$ cat src/cache_pkg.sv
//**************************************************************************
// shared definitions of the L1 cache array: associativity, operation
// codes on the request port and the controller FSM states
//**************************************************************************
package cache_pkg;

    // associativity, sizes the per-way enable and read-back vectors
    localparam int num_ways = 2;

    // request operation, encoding 2'b11 is unused and served as a read
    typedef enum logic [1:0] {
        op_read  = 2'b00,   // lookup only
        op_write = 2'b01,   // update line on hit, mark dirty
        op_fill  = 2'b10    // install line, report eviction
    } cache_op_t;

    // handshake sequencer states
    typedef enum logic [1:0] {
        st_idle    = 2'b00, // waiting for req
        st_lookup  = 2'b01, // array read, writes at the closing edge
        st_done    = 2'b10, // ack high, results stable
        st_release = 2'b11  // req seen low, ack dropped
    } ctrl_state_t;

endpackage
$ cat src/cache_ram_if.sv
//**************************************************************************
// array access bundle shared by the controller, both stores and the
// way selector; each block connects through its own modport
//**************************************************************************
`timescale 1ns/10ps

interface cache_ram_if #(
    parameter int tag_w   = 21,
    parameter int index_w = 8,
    parameter int line_w  = 128
);
    import cache_pkg::*;

    // commands, driven by the controller
    logic [index_w-1:0]  index;
    logic [tag_w-1:0]    lookup_tag;
    logic [tag_w-1:0]    tag_wd;
    logic [num_ways-1:0] tag_we;        // one-hot way enable
    logic [num_ways-1:0] data_we;       // one-hot way enable
    logic [line_w-1:0]   line_wd;
    logic                set_dirty;     // store into the data_we way
    logic                clear_dirty;   // fill into the tag_we way
    logic                lru_we;
    logic                lru_wd;

    // tag side read-backs
    logic [tag_w-1:0]    tag_rd [num_ways];
    logic [num_ways-1:0] valid;
    logic [num_ways-1:0] dirty;
    logic                lru;           // way to replace next

    // data side read-back
    logic [line_w-1:0]   line_rd [num_ways];

    // way selector results
    logic                hit;
    logic                hit_way;
    logic                victim_way;
    logic                victim_valid;  // victim holds a live line
    logic [tag_w-1:0]    victim_tag;
    logic                victim_dirty;
    logic [line_w-1:0]   sel_line;

    modport ctrl (
        output index, lookup_tag, tag_wd, tag_we, data_we, line_wd,
               set_dirty, clear_dirty, lru_we, lru_wd,
        input  hit, hit_way, victim_way, victim_valid, victim_tag,
               victim_dirty, sel_line
    );

    modport tag_side (
        input  index, tag_wd, tag_we, data_we, set_dirty, clear_dirty,
               lru_we, lru_wd,
        output tag_rd, valid, dirty, lru
    );

    modport data_side (
        input  index, data_we, line_wd,
        output line_rd
    );

    modport select (
        input  lookup_tag, tag_rd, valid, dirty, lru, line_rd,
        output hit, hit_way, victim_way, victim_valid, victim_tag,
               victim_dirty, sel_line
    );

endinterface

$ cat src/way_select.sv
//**************************************************************************
// combines tag and data read-backs: hit detection, hit way, victim
// choice for fills and the read line of the hit way
//**************************************************************************
`timescale 1ns/10ps

module way_select #(
    parameter int tag_w = 21
) (
    cache_ram_if.select ram
);
    import cache_pkg::*;

    logic [num_ways-1:0] match;
    logic                hit;
    logic                hit_way;
    logic                victim;
    logic [tag_w-1:0]    victim_tag;

    always_comb begin
        for (int w = 0; w < num_ways; w++) begin
            match[w] = ram.valid[w] && (ram.tag_rd[w] == ram.lookup_tag);
        end
        hit     = |match;
        hit_way = match[1];     // way 1 on its match, else way 0

        // invalid way first, way 0 before way 1, then LRU
        if (!ram.valid[0]) begin
            victim = 1'b0;
        end else if (!ram.valid[1]) begin
            victim = 1'b1;
        end else begin
            victim = ram.lru;
        end
        victim_tag = ram.tag_rd[victim];
    end

    assign ram.hit          = hit;
    assign ram.hit_way      = hit_way;
    assign ram.victim_way   = victim;
    assign ram.victim_valid = ram.valid[victim];
    assign ram.victim_tag   = victim_tag;
    assign ram.victim_dirty = ram.dirty[victim];
    assign ram.sel_line     = hit ? ram.line_rd[hit_way] : '0;  // zero on a miss

endmodule

$ cat src/flat_wrapper.sv
// flat-port wrapper written by rule: the top's interface ports become plain ports
module way_select_flat import cache_pkg::*;
#(
    parameter int tag_w = 21
)
  (ram_lookup_tag, ram_tag_rd, ram_valid, ram_dirty, ram_lru, ram_line_rd, ram_hit, ram_hit_way, ram_victim_way, ram_victim_valid, ram_victim_tag, ram_victim_dirty, ram_sel_line);
  cache_ram_if #(.tag_w(tag_w)) ram_i ();
  input wire logic [$bits(ram_i.lookup_tag)-1:0] ram_lookup_tag;
  input wire logic [$bits(ram_i.tag_rd)-1:0] ram_tag_rd;
  input wire logic [$bits(ram_i.valid)-1:0] ram_valid;
  input wire logic [$bits(ram_i.dirty)-1:0] ram_dirty;
  input wire logic [$bits(ram_i.lru)-1:0] ram_lru;
  input wire logic [$bits(ram_i.line_rd)-1:0] ram_line_rd;
  output wire logic [$bits(ram_i.hit)-1:0] ram_hit;
  output wire logic [$bits(ram_i.hit_way)-1:0] ram_hit_way;
  output wire logic [$bits(ram_i.victim_way)-1:0] ram_victim_way;
  output wire logic [$bits(ram_i.victim_valid)-1:0] ram_victim_valid;
  output wire logic [$bits(ram_i.victim_tag)-1:0] ram_victim_tag;
  output wire logic [$bits(ram_i.victim_dirty)-1:0] ram_victim_dirty;
  output wire logic [$bits(ram_i.sel_line)-1:0] ram_sel_line;
  assign ram_i.lookup_tag = ram_lookup_tag;
  assign ram_i.tag_rd = {>>{ram_tag_rd}};
  assign ram_i.valid = ram_valid;
  assign ram_i.dirty = ram_dirty;
  assign ram_i.lru = ram_lru;
  assign ram_i.line_rd = {>>{ram_line_rd}};
  assign ram_hit = ram_i.hit;
  assign ram_hit_way = ram_i.hit_way;
  assign ram_victim_way = ram_i.victim_way;
  assign ram_victim_valid = ram_i.victim_valid;
  assign ram_victim_tag = ram_i.victim_tag;
  assign ram_victim_dirty = ram_i.victim_dirty;
  assign ram_sel_line = ram_i.sel_line;
  way_select #(.tag_w(tag_w)) u_core (.ram(ram_i));
endmodule
$ cat config.mk
export PLATFORM = sky130hd
export DESIGN_NAME = way_select_flat
export DESIGN_NICKNAME = d
export VERILOG_FILES = /design/src/cache_pkg.sv /design/src/cache_ram_if.sv /design/src/way_select.sv /design/src/flat_wrapper.sv
export SDC_FILE = /design/constraint.sdc
export NUM_CORES = 1
export LEC_CHECK = 0
export ABC_CLOCK_PERIOD_IN_PS = 1700
export BUFFER_PORTS_ARGS = -buffer_cell sky130_fd_sc_hd__buf_2
export CAP_MARGIN = 5
export CORE_AREA = 2 2 188 190
export DETAILED_ROUTE_END_ITERATION = 10
export DIE_AREA = 0 0 190 192
export PLACE_DENSITY_LB_ADDON = 0.12
export SYNTH_ARGS = -nofsm -noshare
export SYNTH_HDL_FRONTEND = slang
export SYNTH_SLANG_ARGS = --single-unit
$ cat constraint.sdc
create_clock -name vclk -period 1.7
set_clock_uncertainty 0.1 [all_clocks]
set_input_delay 0.17 -clock vclk [all_inputs]
set_output_delay 0.17 -clock vclk [all_outputs]
set_load 0.02 [all_outputs]
==> run_results.csv <==
group,metric,value,unit
outcome,status,"complete, but fails checks",
outcome,violations,"negative setup slack",
sta,setup-tns-final,-71.81,ns
drt,wl_per_cell,18.21,µm
critical_path,worst-setup-path-type,"in -> out",
critical_path,cp_slowest_cell,"mux2_4",
critical_path,cp.required,1.43,ns
pwr,p_leak,5.090,nW
sta,period_needed,2.312,ns
die,die_area,0.03648,mm²
cells_and_area,antennaDiodeCount,0,
critical_path,critPathLaunchType,"input port",
drt,ant_nets,0,
grt,grt_max_degree,62,
critical_path,arrival,2.04,ns
sta,relSlewSlack,79.85,%
place,dp_hpwl,19650,µm
drt,drtIter0Drc,88,
grt,grt_pass1_wl,32200,µm
critical_path,slowest_delay,0.30,ns
pwr,powerDensity,103.4,mW/mm²
cells_and_area,clock_buffer_count,0,
cells_and_area,nFlopsAndLatches,0,
job,cap_violations,0,
drt,firstDrtPassIters,4,
cells_and_area,nets,1279,
critical_path,crit_top_cell,"buf_6",
die,initial_utilization,10.32,%
synthesis,netlist_instances,432,
die,chipHeight,192,µm
die,coreArea,0.03429,mm²
die,ios,478,
drt,routed-via-count,5290,
pwr,p_total,0.8893,mW
synthesis,yosysSeqAreaShare,0,%
pwr,vdd_ir_drop_max,0.08741,mV
sta,setup_viol,130,
cells_and_area,fin_cells,1408,
place,portBuffers,478,
critical_path,end_kind,"output port",
synthesis,synth.distinct_cells,20,
synthesis,netlist_area,0.003540,mm²
synthesis,avgSynthCellArea,8.194,µm²
place,placedCellCount,1379,
grt,grt_usage,11.42,%
grt,grt_antenna_before_repair,2,
cells_and_area,regArea,0,µm²
cells_and_area,final_util,25.08,%
critical_path,cp_cell_sequence,"buf_6, xnor2_2, buf_4, nand4_1, nor4_2, nand4_1, buf_6, clkbuf_16, clkbuf_16, mux2_4, buf_6",
synthesis,ys_warn_count,0,
drt,remaining_drc_errors,0,
drt,routed_via_density,3.757,
sta,setup_slack,-0.6124,ns
cells_and_area,multi_input_area,0.003667,mm²
sta,rsz0062_at_grt,"yes",
drt,wl,25640,µm
critical_path,critPathMaxFanout,7,
die,die_w,190,µm
grt,first_global_vias,5287,
clock_tree,cts_hold_buf,0,
die,rows,68,
sta,slew_violations,0,
sta,fin_crit_sh,136.0,%
sta,worst_slew_pin_slew,0.2997,ns
hold_path,hp-class,"in -> out",
synthesis,syn_nets,756,
cells_and_area,drive_gt1_share,77.96,%
sta,hold_viol_final,0,
sta,fmax,432.5,MHz
cells_and_area,fill_cells,3831,
grt,grt_overflow,0,
place,place.gp.congestion,0.7359,
cells_and_area,area_growth,143.0,%
[per-layer routing]
layer / vias to the layer above / track usage [%] / routed length (µm)
li1: 2589 / - / -
met1: 2400 / 12.05 / 9551
met2: 285 / 23.75 / 13710
met3: 14 / 2.777 / 2184
met4: 2 / 0.1193 / 183
met5: - / 0 / 8
[synthesized netlist by cell type]
master	number	area share, %
and3_1	129	23
mux2_4	80	34
nand2_1	67	7.1
xnor2_1	34	8.4
clkbuf_1	30	3.2
mux2_2	30	9.5
mux2_1	18	5.7
buf_6	10	3.2
nand4_1	9	1.6
xor2_1	8	2.0
nor4_1	4	0.71
inv_1	3	0.32
buf_2	2	0.28
clkbuf_2	2	0.28
and2_1	1	0.18
buf_1	1	0.11
buf_4	1	0.21
nor2_1	1	0.11
o21ai_1	1	0.14
o31ai_1	1	0.21
[cell families (layout without fill, tap and decap cells)]
kind of cell | after synthesis | in the layout | share of synthesized area [%]
compound gates | 2 | 2 | 0.3534
xor+xnor | 42 | 42 | 10.39
buf+inv | 49 | 570 | 7.565
mux | 128 | 128 | 49.20
simple gates | 211 | 211 | 32.48
[power breakdown]
group          leakage (nW)  total, mW  switching [mW]  internal, mW
clock network             0          0               0             0
registers                 0          0               0             0
logic                  5.09      0.889           0.395         0.495
[layout make-up]
type	count	area share, %
Timing Repair Buffer	567	50.61
Multi-Input combinational cell	383	42.64
Inverter	3	0.1309
Tap cell	455	6.619
[critical path: cells and delay by family]
kind                      cells  cell delay (ns)
xor gates and xnor gates      1             0.14
buffers and inverters         6             0.87
muxes                         1             0.30
and+or+nand+nor               3             0.55
[metrics by stage]
stage          hold WS [ns]  setup slack (ns)  cell area (µm²)
3_3_place_gp         0.5777           -0.9039             6948
2_1_floorplan        0.4002           -0.1026             3676
6_report             0.5513           -0.6124             8601
5_1_grt              0.5570           -0.6849             8601
3_5_place_dp         0.5728           -0.8861             6948
4_1_cts              0.5522           -0.6742             7632
[final timing paths]
kind	from	endpoint	slack, ns	cells past startpoint
min	ram_line_rd[33]	ram_sel_line[33]	0.55	3
max	ram_lookup_tag[1]	ram_sel_line[37]	-0.61	11
[placed cells by master, fill, tap and decap left out, drive strengths merged]
cell      n
and2      1
and3    129
buf     552
clkbuf   15
inv       3
mux2    128
nand2    67
nand4     9
nor2      1
nor4      4
o21ai     1
o31ai     1
xnor2    34
xor2      8
[what timing repair did]
item | CTS | global route
setup endpoints to repair | 130 | 130
buffers inserted | 1 | 7
cloned | 3 | 19
resized for setup | 168 | 153
pin swaps | 7 | 24
Note: power is estimated with default switching activity, not from simulation.
