$ cat src/cache_pkg.sv
//**************************************************************************
// shared definitions of the L1 cache array: associativity, operation
// codes on the request port and the controller FSM states
//**************************************************************************
package cache_pkg;

    // associativity, sizes the per-way enable and read-back vectors
    localparam int num_ways = 2;

    // request operation, encoding 2'b11 is unused and served as a read
    typedef enum logic [1:0] {
        op_read  = 2'b00,   // lookup only
        op_write = 2'b01,   // update line on hit, mark dirty
        op_fill  = 2'b10    // install line, report eviction
    } cache_op_t;

    // handshake sequencer states
    typedef enum logic [1:0] {
        st_idle    = 2'b00, // waiting for req
        st_lookup  = 2'b01, // array read, writes at the closing edge
        st_done    = 2'b10, // ack high, results stable
        st_release = 2'b11  // req seen low, ack dropped
    } ctrl_state_t;

endpackage
$ cat src/cache_ram_if.sv
//**************************************************************************
// array access bundle shared by the controller, both stores and the
// way selector; each block connects through its own modport
//**************************************************************************
`timescale 1ns/10ps

interface cache_ram_if #(
    parameter int tag_w   = 21,
    parameter int index_w = 8,
    parameter int line_w  = 128
);
    import cache_pkg::*;

    // commands, driven by the controller
    logic [index_w-1:0]  index;
    logic [tag_w-1:0]    lookup_tag;
    logic [tag_w-1:0]    tag_wd;
    logic [num_ways-1:0] tag_we;        // one-hot way enable
    logic [num_ways-1:0] data_we;       // one-hot way enable
    logic [line_w-1:0]   line_wd;
    logic                set_dirty;     // store into the data_we way
    logic                clear_dirty;   // fill into the tag_we way
    logic                lru_we;
    logic                lru_wd;

    // tag side read-backs
    logic [tag_w-1:0]    tag_rd [num_ways];
    logic [num_ways-1:0] valid;
    logic [num_ways-1:0] dirty;
    logic                lru;           // way to replace next

    // data side read-back
    logic [line_w-1:0]   line_rd [num_ways];

    // way selector results
    logic                hit;
    logic                hit_way;
    logic                victim_way;
    logic                victim_valid;  // victim holds a live line
    logic [tag_w-1:0]    victim_tag;
    logic                victim_dirty;
    logic [line_w-1:0]   sel_line;

    modport ctrl (
        output index, lookup_tag, tag_wd, tag_we, data_we, line_wd,
               set_dirty, clear_dirty, lru_we, lru_wd,
        input  hit, hit_way, victim_way, victim_valid, victim_tag,
               victim_dirty, sel_line
    );

    modport tag_side (
        input  index, tag_wd, tag_we, data_we, set_dirty, clear_dirty,
               lru_we, lru_wd,
        output tag_rd, valid, dirty, lru
    );

    modport data_side (
        input  index, data_we, line_wd,
        output line_rd
    );

    modport select (
        input  lookup_tag, tag_rd, valid, dirty, lru, line_rd,
        output hit, hit_way, victim_way, victim_valid, victim_tag,
               victim_dirty, sel_line
    );

endinterface

$ cat src/cache_ctrl.sv
//**************************************************************************
// four-phase req/ack sequencer; latches one request, issues the array
// writes in the lookup cycle and holds the results while ack is high
//**************************************************************************
`timescale 1ns/10ps

module cache_ctrl #(
    parameter int tag_w   = 21,
    parameter int index_w = 8,
    parameter int line_w  = 128
) (
    input  logic                     clk,
    input  logic                     reset,
    input  logic                     req,
    input  cache_pkg::cache_op_t     op,
    input  logic [tag_w+index_w-1:0] addr,
    input  logic [line_w-1:0]        wdata,
    output logic                     ack,
    output logic                     hit,
    output logic [line_w-1:0]        rdata,
    output logic                     evict_valid,
    output logic [tag_w-1:0]         evict_tag,
    output logic                     evict_dirty,
    cache_ram_if.ctrl                ram
);
    import cache_pkg::*;

    ctrl_state_t              state;
    cache_op_t                op_q;
    logic [tag_w+index_w-1:0] addr_q;
    logic [line_w-1:0]        wdata_q;
    logic                     lookup;
    logic                     do_write;
    logic                     do_fill;
    logic                     target_way;
    logic [num_ways-1:0]      target_oh;

    assign lookup = (state == st_lookup);
    assign ack    = (state == st_done);

    assign ram.index      = addr_q[index_w-1:0];
    assign ram.lookup_tag = addr_q[tag_w+index_w-1:index_w];
    assign ram.tag_wd     = addr_q[tag_w+index_w-1:index_w];
    assign ram.line_wd    = wdata_q;

    always_comb begin
        do_write   = lookup && (op_q == op_write) && ram.hit;  // write miss is a no-op
        do_fill    = lookup && (op_q == op_fill);
        // fill over a present tag stays in place
        target_way = (do_fill && !ram.hit) ? ram.victim_way : ram.hit_way;
        target_oh  = num_ways'(1) << target_way;

        ram.tag_we      = do_fill ? target_oh : '0;
        ram.data_we     = (do_fill || do_write) ? target_oh : '0;
        ram.set_dirty   = do_write;
        ram.clear_dirty = do_fill;
        ram.lru_we      = do_fill || (lookup && ram.hit);
        ram.lru_wd      = ~target_way;     // other way becomes LRU
    end

    always_ff @(posedge clk) begin
        if (reset) begin
            state <= st_idle;
        end else begin
            case (state)
                st_idle:   if (req) state <= st_lookup;
                st_lookup: state <= st_done;
                st_done:   if (!req) state <= st_release;
                default:   state <= st_idle;
            endcase
        end
    end

    // request latch, taken on acceptance
    always_ff @(posedge clk) begin
        if (state == st_idle && req) begin
            op_q    <= op;
            addr_q  <= addr;
            wdata_q <= wdata;
        end
    end

    always_ff @(posedge clk) begin
        if (reset) begin
            hit         <= 1'b0;
            rdata       <= '0;
            evict_valid <= 1'b0;
            evict_tag   <= '0;
            evict_dirty <= 1'b0;
        end else if (lookup) begin
            hit         <= ram.hit;
            rdata       <= '0;
            evict_valid <= 1'b0;
            evict_tag   <= '0;
            evict_dirty <= 1'b0;
            case (op_q)
                op_write: ;     // only hit is reported
                op_fill: begin
                    if (!ram.hit && ram.victim_valid) begin
                        evict_valid <= 1'b1;
                        evict_tag   <= ram.victim_tag;
                        evict_dirty <= ram.victim_dirty;
                    end
                end
                default: rdata <= ram.sel_line;  // read and unused code
            endcase
        end
    end

endmodule

$ cat src/flat_wrapper.sv
// flat-port wrapper written by rule: the top's interface ports become plain ports
module cache_ctrl_flat import cache_pkg::*;
#(
    parameter int tag_w   = 21,
    parameter int index_w = 8,
    parameter int line_w  = 128
)
  (clk, reset, req, op, addr, wdata, ack, hit, rdata, evict_valid, evict_tag, evict_dirty, ram_index, ram_lookup_tag, ram_tag_wd, ram_tag_we, ram_data_we, ram_line_wd, ram_set_dirty, ram_clear_dirty, ram_lru_we, ram_lru_wd, ram_hit, ram_hit_way, ram_victim_way, ram_victim_valid, ram_victim_tag, ram_victim_dirty, ram_sel_line);
  cache_ram_if #(.tag_w(tag_w), .index_w(index_w), .line_w(line_w)) ram_i ();
  input  logic clk;
  input  logic reset;
  input  logic req;
  input  cache_pkg::cache_op_t op;
  input  logic [tag_w+index_w-1:0] addr;
  input  logic [line_w-1:0] wdata;
  output logic ack;
  output logic hit;
  output logic [line_w-1:0] rdata;
  output logic evict_valid;
  output logic [tag_w-1:0] evict_tag;
  output logic evict_dirty;
  output wire logic [$bits(ram_i.index)-1:0] ram_index;
  output wire logic [$bits(ram_i.lookup_tag)-1:0] ram_lookup_tag;
  output wire logic [$bits(ram_i.tag_wd)-1:0] ram_tag_wd;
  output wire logic [$bits(ram_i.tag_we)-1:0] ram_tag_we;
  output wire logic [$bits(ram_i.data_we)-1:0] ram_data_we;
  output wire logic [$bits(ram_i.line_wd)-1:0] ram_line_wd;
  output wire logic [$bits(ram_i.set_dirty)-1:0] ram_set_dirty;
  output wire logic [$bits(ram_i.clear_dirty)-1:0] ram_clear_dirty;
  output wire logic [$bits(ram_i.lru_we)-1:0] ram_lru_we;
  output wire logic [$bits(ram_i.lru_wd)-1:0] ram_lru_wd;
  input wire logic [$bits(ram_i.hit)-1:0] ram_hit;
  input wire logic [$bits(ram_i.hit_way)-1:0] ram_hit_way;
  input wire logic [$bits(ram_i.victim_way)-1:0] ram_victim_way;
  input wire logic [$bits(ram_i.victim_valid)-1:0] ram_victim_valid;
  input wire logic [$bits(ram_i.victim_tag)-1:0] ram_victim_tag;
  input wire logic [$bits(ram_i.victim_dirty)-1:0] ram_victim_dirty;
  input wire logic [$bits(ram_i.sel_line)-1:0] ram_sel_line;
  assign ram_index = ram_i.index;
  assign ram_lookup_tag = ram_i.lookup_tag;
  assign ram_tag_wd = ram_i.tag_wd;
  assign ram_tag_we = ram_i.tag_we;
  assign ram_data_we = ram_i.data_we;
  assign ram_line_wd = ram_i.line_wd;
  assign ram_set_dirty = ram_i.set_dirty;
  assign ram_clear_dirty = ram_i.clear_dirty;
  assign ram_lru_we = ram_i.lru_we;
  assign ram_lru_wd = ram_i.lru_wd;
  assign ram_i.hit = ram_hit;
  assign ram_i.hit_way = ram_hit_way;
  assign ram_i.victim_way = ram_victim_way;
  assign ram_i.victim_valid = ram_victim_valid;
  assign ram_i.victim_tag = ram_victim_tag;
  assign ram_i.victim_dirty = ram_victim_dirty;
  assign ram_i.sel_line = ram_sel_line;
  cache_ctrl #(.tag_w(tag_w), .index_w(index_w), .line_w(line_w)) u_core (.clk(clk), .reset(reset), .req(req), .op(op), .addr(addr), .wdata(wdata), .ack(ack), .hit(hit), .rdata(rdata), .evict_valid(evict_valid), .evict_tag(evict_tag), .evict_dirty(evict_dirty), .ram(ram_i));
endmodule
$ cat config.mk
export PLATFORM = sky130hd
export DESIGN_NAME = cache_ctrl_flat
export DESIGN_NICKNAME = d
export VERILOG_FILES = /design/src/cache_pkg.sv /design/src/cache_ram_if.sv /design/src/cache_ctrl.sv /design/src/flat_wrapper.sv
export SDC_FILE = /design/constraint.sdc
export NUM_CORES = 1
export LEC_CHECK = 0
export BUFFER_PORTS_ARGS = -buffer_cell sky130_fd_sc_hd__buf_4
export CAP_MARGIN = 20
export CORE_AREA = 2 2 253 255
export DETAILED_ROUTE_END_ITERATION = 12
export DIE_AREA = 0 0 255 257
export GPL_TIMING_DRIVEN = 0
export HOLD_SLACK_MARGIN = 0.06
export PLACE_DENSITY = 0.49
export SYNTH_ARGS = -nofsm -noshare
export SYNTH_HDL_FRONTEND = slang
export SYNTH_SLANG_ARGS = --single-unit
$ cat constraint.sdc
create_clock -name clk -period 5.5 [get_ports clk]
set_input_delay 0.825 -clock clk [delete_from_list [all_inputs] [get_ports clk]]
set_output_delay 0.825 -clock clk [all_outputs]
set_load 0.1 [all_outputs]
==> results.py <==
metrics = {
    "yosys": {
        "yosysMostFrequentCell": "edfxtp_1",
        "synth-seq-cells": 313,
        "syn-instance-count": 833,
        "synth_ff_type": "edfxtp_1",
        "netlist_top_cells_count": "edfxtp_1 (159), dfxtp_1 (154), nor2_1 (135)",
        "synth_cell_types": 29,
        "yosysTopAreaCellShare": 0.446,
        "synthArstFlopShare": 0,
        "synth-seq-area-share": 0.734,
        "synth_edf_count": 159,
        "synth_top_area_cell": "edfxtp_1",
        "syn_nets": 1155,
        "synth_area_leaders": "edfxtp_1 (45%), dfxtp_1 (29%), nor2b_1 (7.6%), a21oi_1 (6.0%), nor2_1 (4.7%)",
        "synth_area_per_cell_um2": 12.9,
        "yosysWarnings": 0,
        "netlist_area_mm2": 0.0107,
    },
    "timing": {
        "drv_slew": 0,
        "worst_hold_slack_ps": 448,
        "min_period_over_period": 0.583,
        "timing.fmax_mhz": 312,
        "worst_pin_slew_ps": 671,
        "fin_ws_ps": 2290,
        "rsz0062_at_grt": "false",
        "period_minus_slack_ps": 3210,
        "maxSlewHeadroom": 0.553,
        "hold_viol_final": 0,
        "fin_skew_ps": 21.5,
        "setup_tns_ps": 0,
        "setup_viol": 0,
    },
    "floorplan": {
        "core_area_mm2": 0.0627,
        "die_x_um": 255,
        "die_h_um": 257,
        "start_util": 0.171,
        "ios": 655,
        "dieArea_mm2": 0.0655,
        "num_rows": 92,
    },
    "route": {
        "vias": 9092,
        "drtPass1Iterations": 4,
        "drt-initial-drc-count": 324,
        "ant_nets": 0,
        "vias_per_cell": 3.76,
        "routed_wl_um": 47100,
        "drc": 0,
        "wire_per_inst_um": 19.5,
    },
    "global_route": {
        "overflow": 0,
        "grt_antenna_before_repair": 23,
        "grt_max_degree": 65,
        "grt_pass1_wl_um": 63900,
        "grtUsageTotal": 0.135,
        "first_global_vias": 9308,
    },
    "worst_hold_path": {
        "hold_depth": 1,
        "hold_path_class": "input port to register",
        "min-delay-start": "wdata[93]",
    },
    "clocking": {
        "insertion_delay_ps": 550,
        "post-cts-setup-buffers": 0,
        "clock_sinks": 313,
        "tritoncts": "yes",
        "cts_root_buffer": "clkbuf_16",
        "clockBufferDepth": 3,
        "cts_resized": 0,
        "numCtsBuffers": 39,
        "htreeDepth": 2,
        "clk_pin_slew_worst_paths_ps": 60,
        "hold_buffers": 0,
    },
    "critical_path": {
        "critPathTopFamily": "buffers and inverters",
        "required_ps": 4680,
        "path_class": "register to output port",
        "crit_chain": "inv_1 -> ha_1 -> buf_4 -> buf_4 -> nand2_1 -> nor2_1 -> mux2i_1 -> buf_4",
        "crit_top_cell": "buf_4",
        "critPathLaunchType": "register",
        "crit_start": "u_core.state[1]",
        "cp_max_fo": 10,
        "arrival_ps": 2380,
        "worst-r2r-cell-count": 5,
        "reg2reg_from": "u_core.state[0]",
        "cp-end-kind": "output port",
        "crit_path_max_incr_delay_ps": 340,
        "critPathSlowestCell": "dfxtp_1",
        "cp_num_cells": 8,
        "path_buf_inv": 4,
    },
    "final_layout": {
        "fin_cells": 2416,
        "nNetsFinal": 1850,
        "num-fill-cells": 6568,
        "drive_above_1_share": 0.496,
        "syn2layout_area_growth_pct": 68.2,
    },
    "power": {
        "pwr_density_cell_mw_per_mm2": 628,
        "ir_worst_vdd_uv": 293,
        "p_leak_uw": 0.00793,
        "totalPowerFinal_uw": 11300,
    },
    "placement": {
        "io_buffers": 652,
        "placedCellCount": 2333,
        "dp_hpwl_um": 38400,
        "globalplace.congestion": 0.854,
        "pre_cts_ws_ps": 2830,
    },
    "flow_run": {
        "max_cap_viol_count": 0,
    },
    "status": {
        "status": "completed",
    },
}
## cells in the final DEF (no fill, tap or decap), drive strengths merged, types with 9 or more instances in the layout
cell type	instances
buf	713
edfxtp	159
dfxtp	154
nor2	135
nor2b	131
a21oi	129
clkbuf	65
a22o	22
diode	12
clkinv	9
## cells by family (layout without fill, tap and decap cells)
group	Yosys count	count (layout)	share of synthesized area
DFF	313	313	0.734
AOI/OAI and AO/OA	158	158	0.0835
buffers and inverters	75	800	0.0400
other	0	12	0
and+or+nand+nor	276	276	0.131
muxes	5	5	0.00468
adders and majority gates	6	6	0.00701
## state kept, by name (all words and copies together), names as in the netlist
name and flops:
u_core.evict_valid 1, u_core.rdata 128, u_core.state 2, u_core.op_q 2, u_core.hit 1, u_core.addr_q 29
u_core.evict_dirty 1, u_core.ram.line_wd 128, u_core.evict_tag 21
## metal layers
| metal | global-route usage | wire length [um] |
|---|---|---|
| met3 | 0.0687 | 5500 |
| met5 | 0 | 87 |
| met1 | 0.124 | 15500 |
| met2 | 0.247 | 24400 |
| met4 | 0.0593 | 1640 |
## area by class of cell
type	instances	area, um2	share of cell area
Sequential cell	313	7860	0.436
Buffer	70	409	0.0227
Timing Repair Buffer	654	4950	0.275
Multi-Input combinational cell	445	2420	0.135
Clock buffer	54	1070	0.0596
Tap cell	846	1060	0.0588
Antenna cell	12	30.0	0.00167
Clock inverter	17	188	0.0104
Inverter	5	18.8	0.00104
## power breakdown
| part | total [uW] | internal, uW | switching (uW) |
|---|---|---|---|
| Clock | 2540 | 1510 | 1020 |
| Combinational | 5550 | 1070 | 4480 |
| Sequential | 3210 | 3020 | 188 |
| Total | 11300 | 5610 | 5690 |
## final timing paths
check	slack (ps)	endpoint
worst max register to register	3130	u_core.addr_q[4]
worst max-delay path	2290	ram_lru_wd
worst min register to register	470	u_core.evict_tag[11]
worst min-delay path	450	u_core.ram.line_wd[93]
## metrics by stage
stage / cell area, um2 / util
floorplan: 10700 / -
global placement: 16700 / 0.266
detailed placement: 16700 / 0.266
CTS: 18000 / 0.287
global route: 18000 / 0.287
finish: 18000 / 0.287
## worst register-to-register path: stages, from the launching register on
cell	delay, ps
dfxtp_1	320
inv_1	110
ha_1	220
and2_4	560
buf_16	440
buf_16	380
Note: power is estimated with default switching activity, not from simulation.
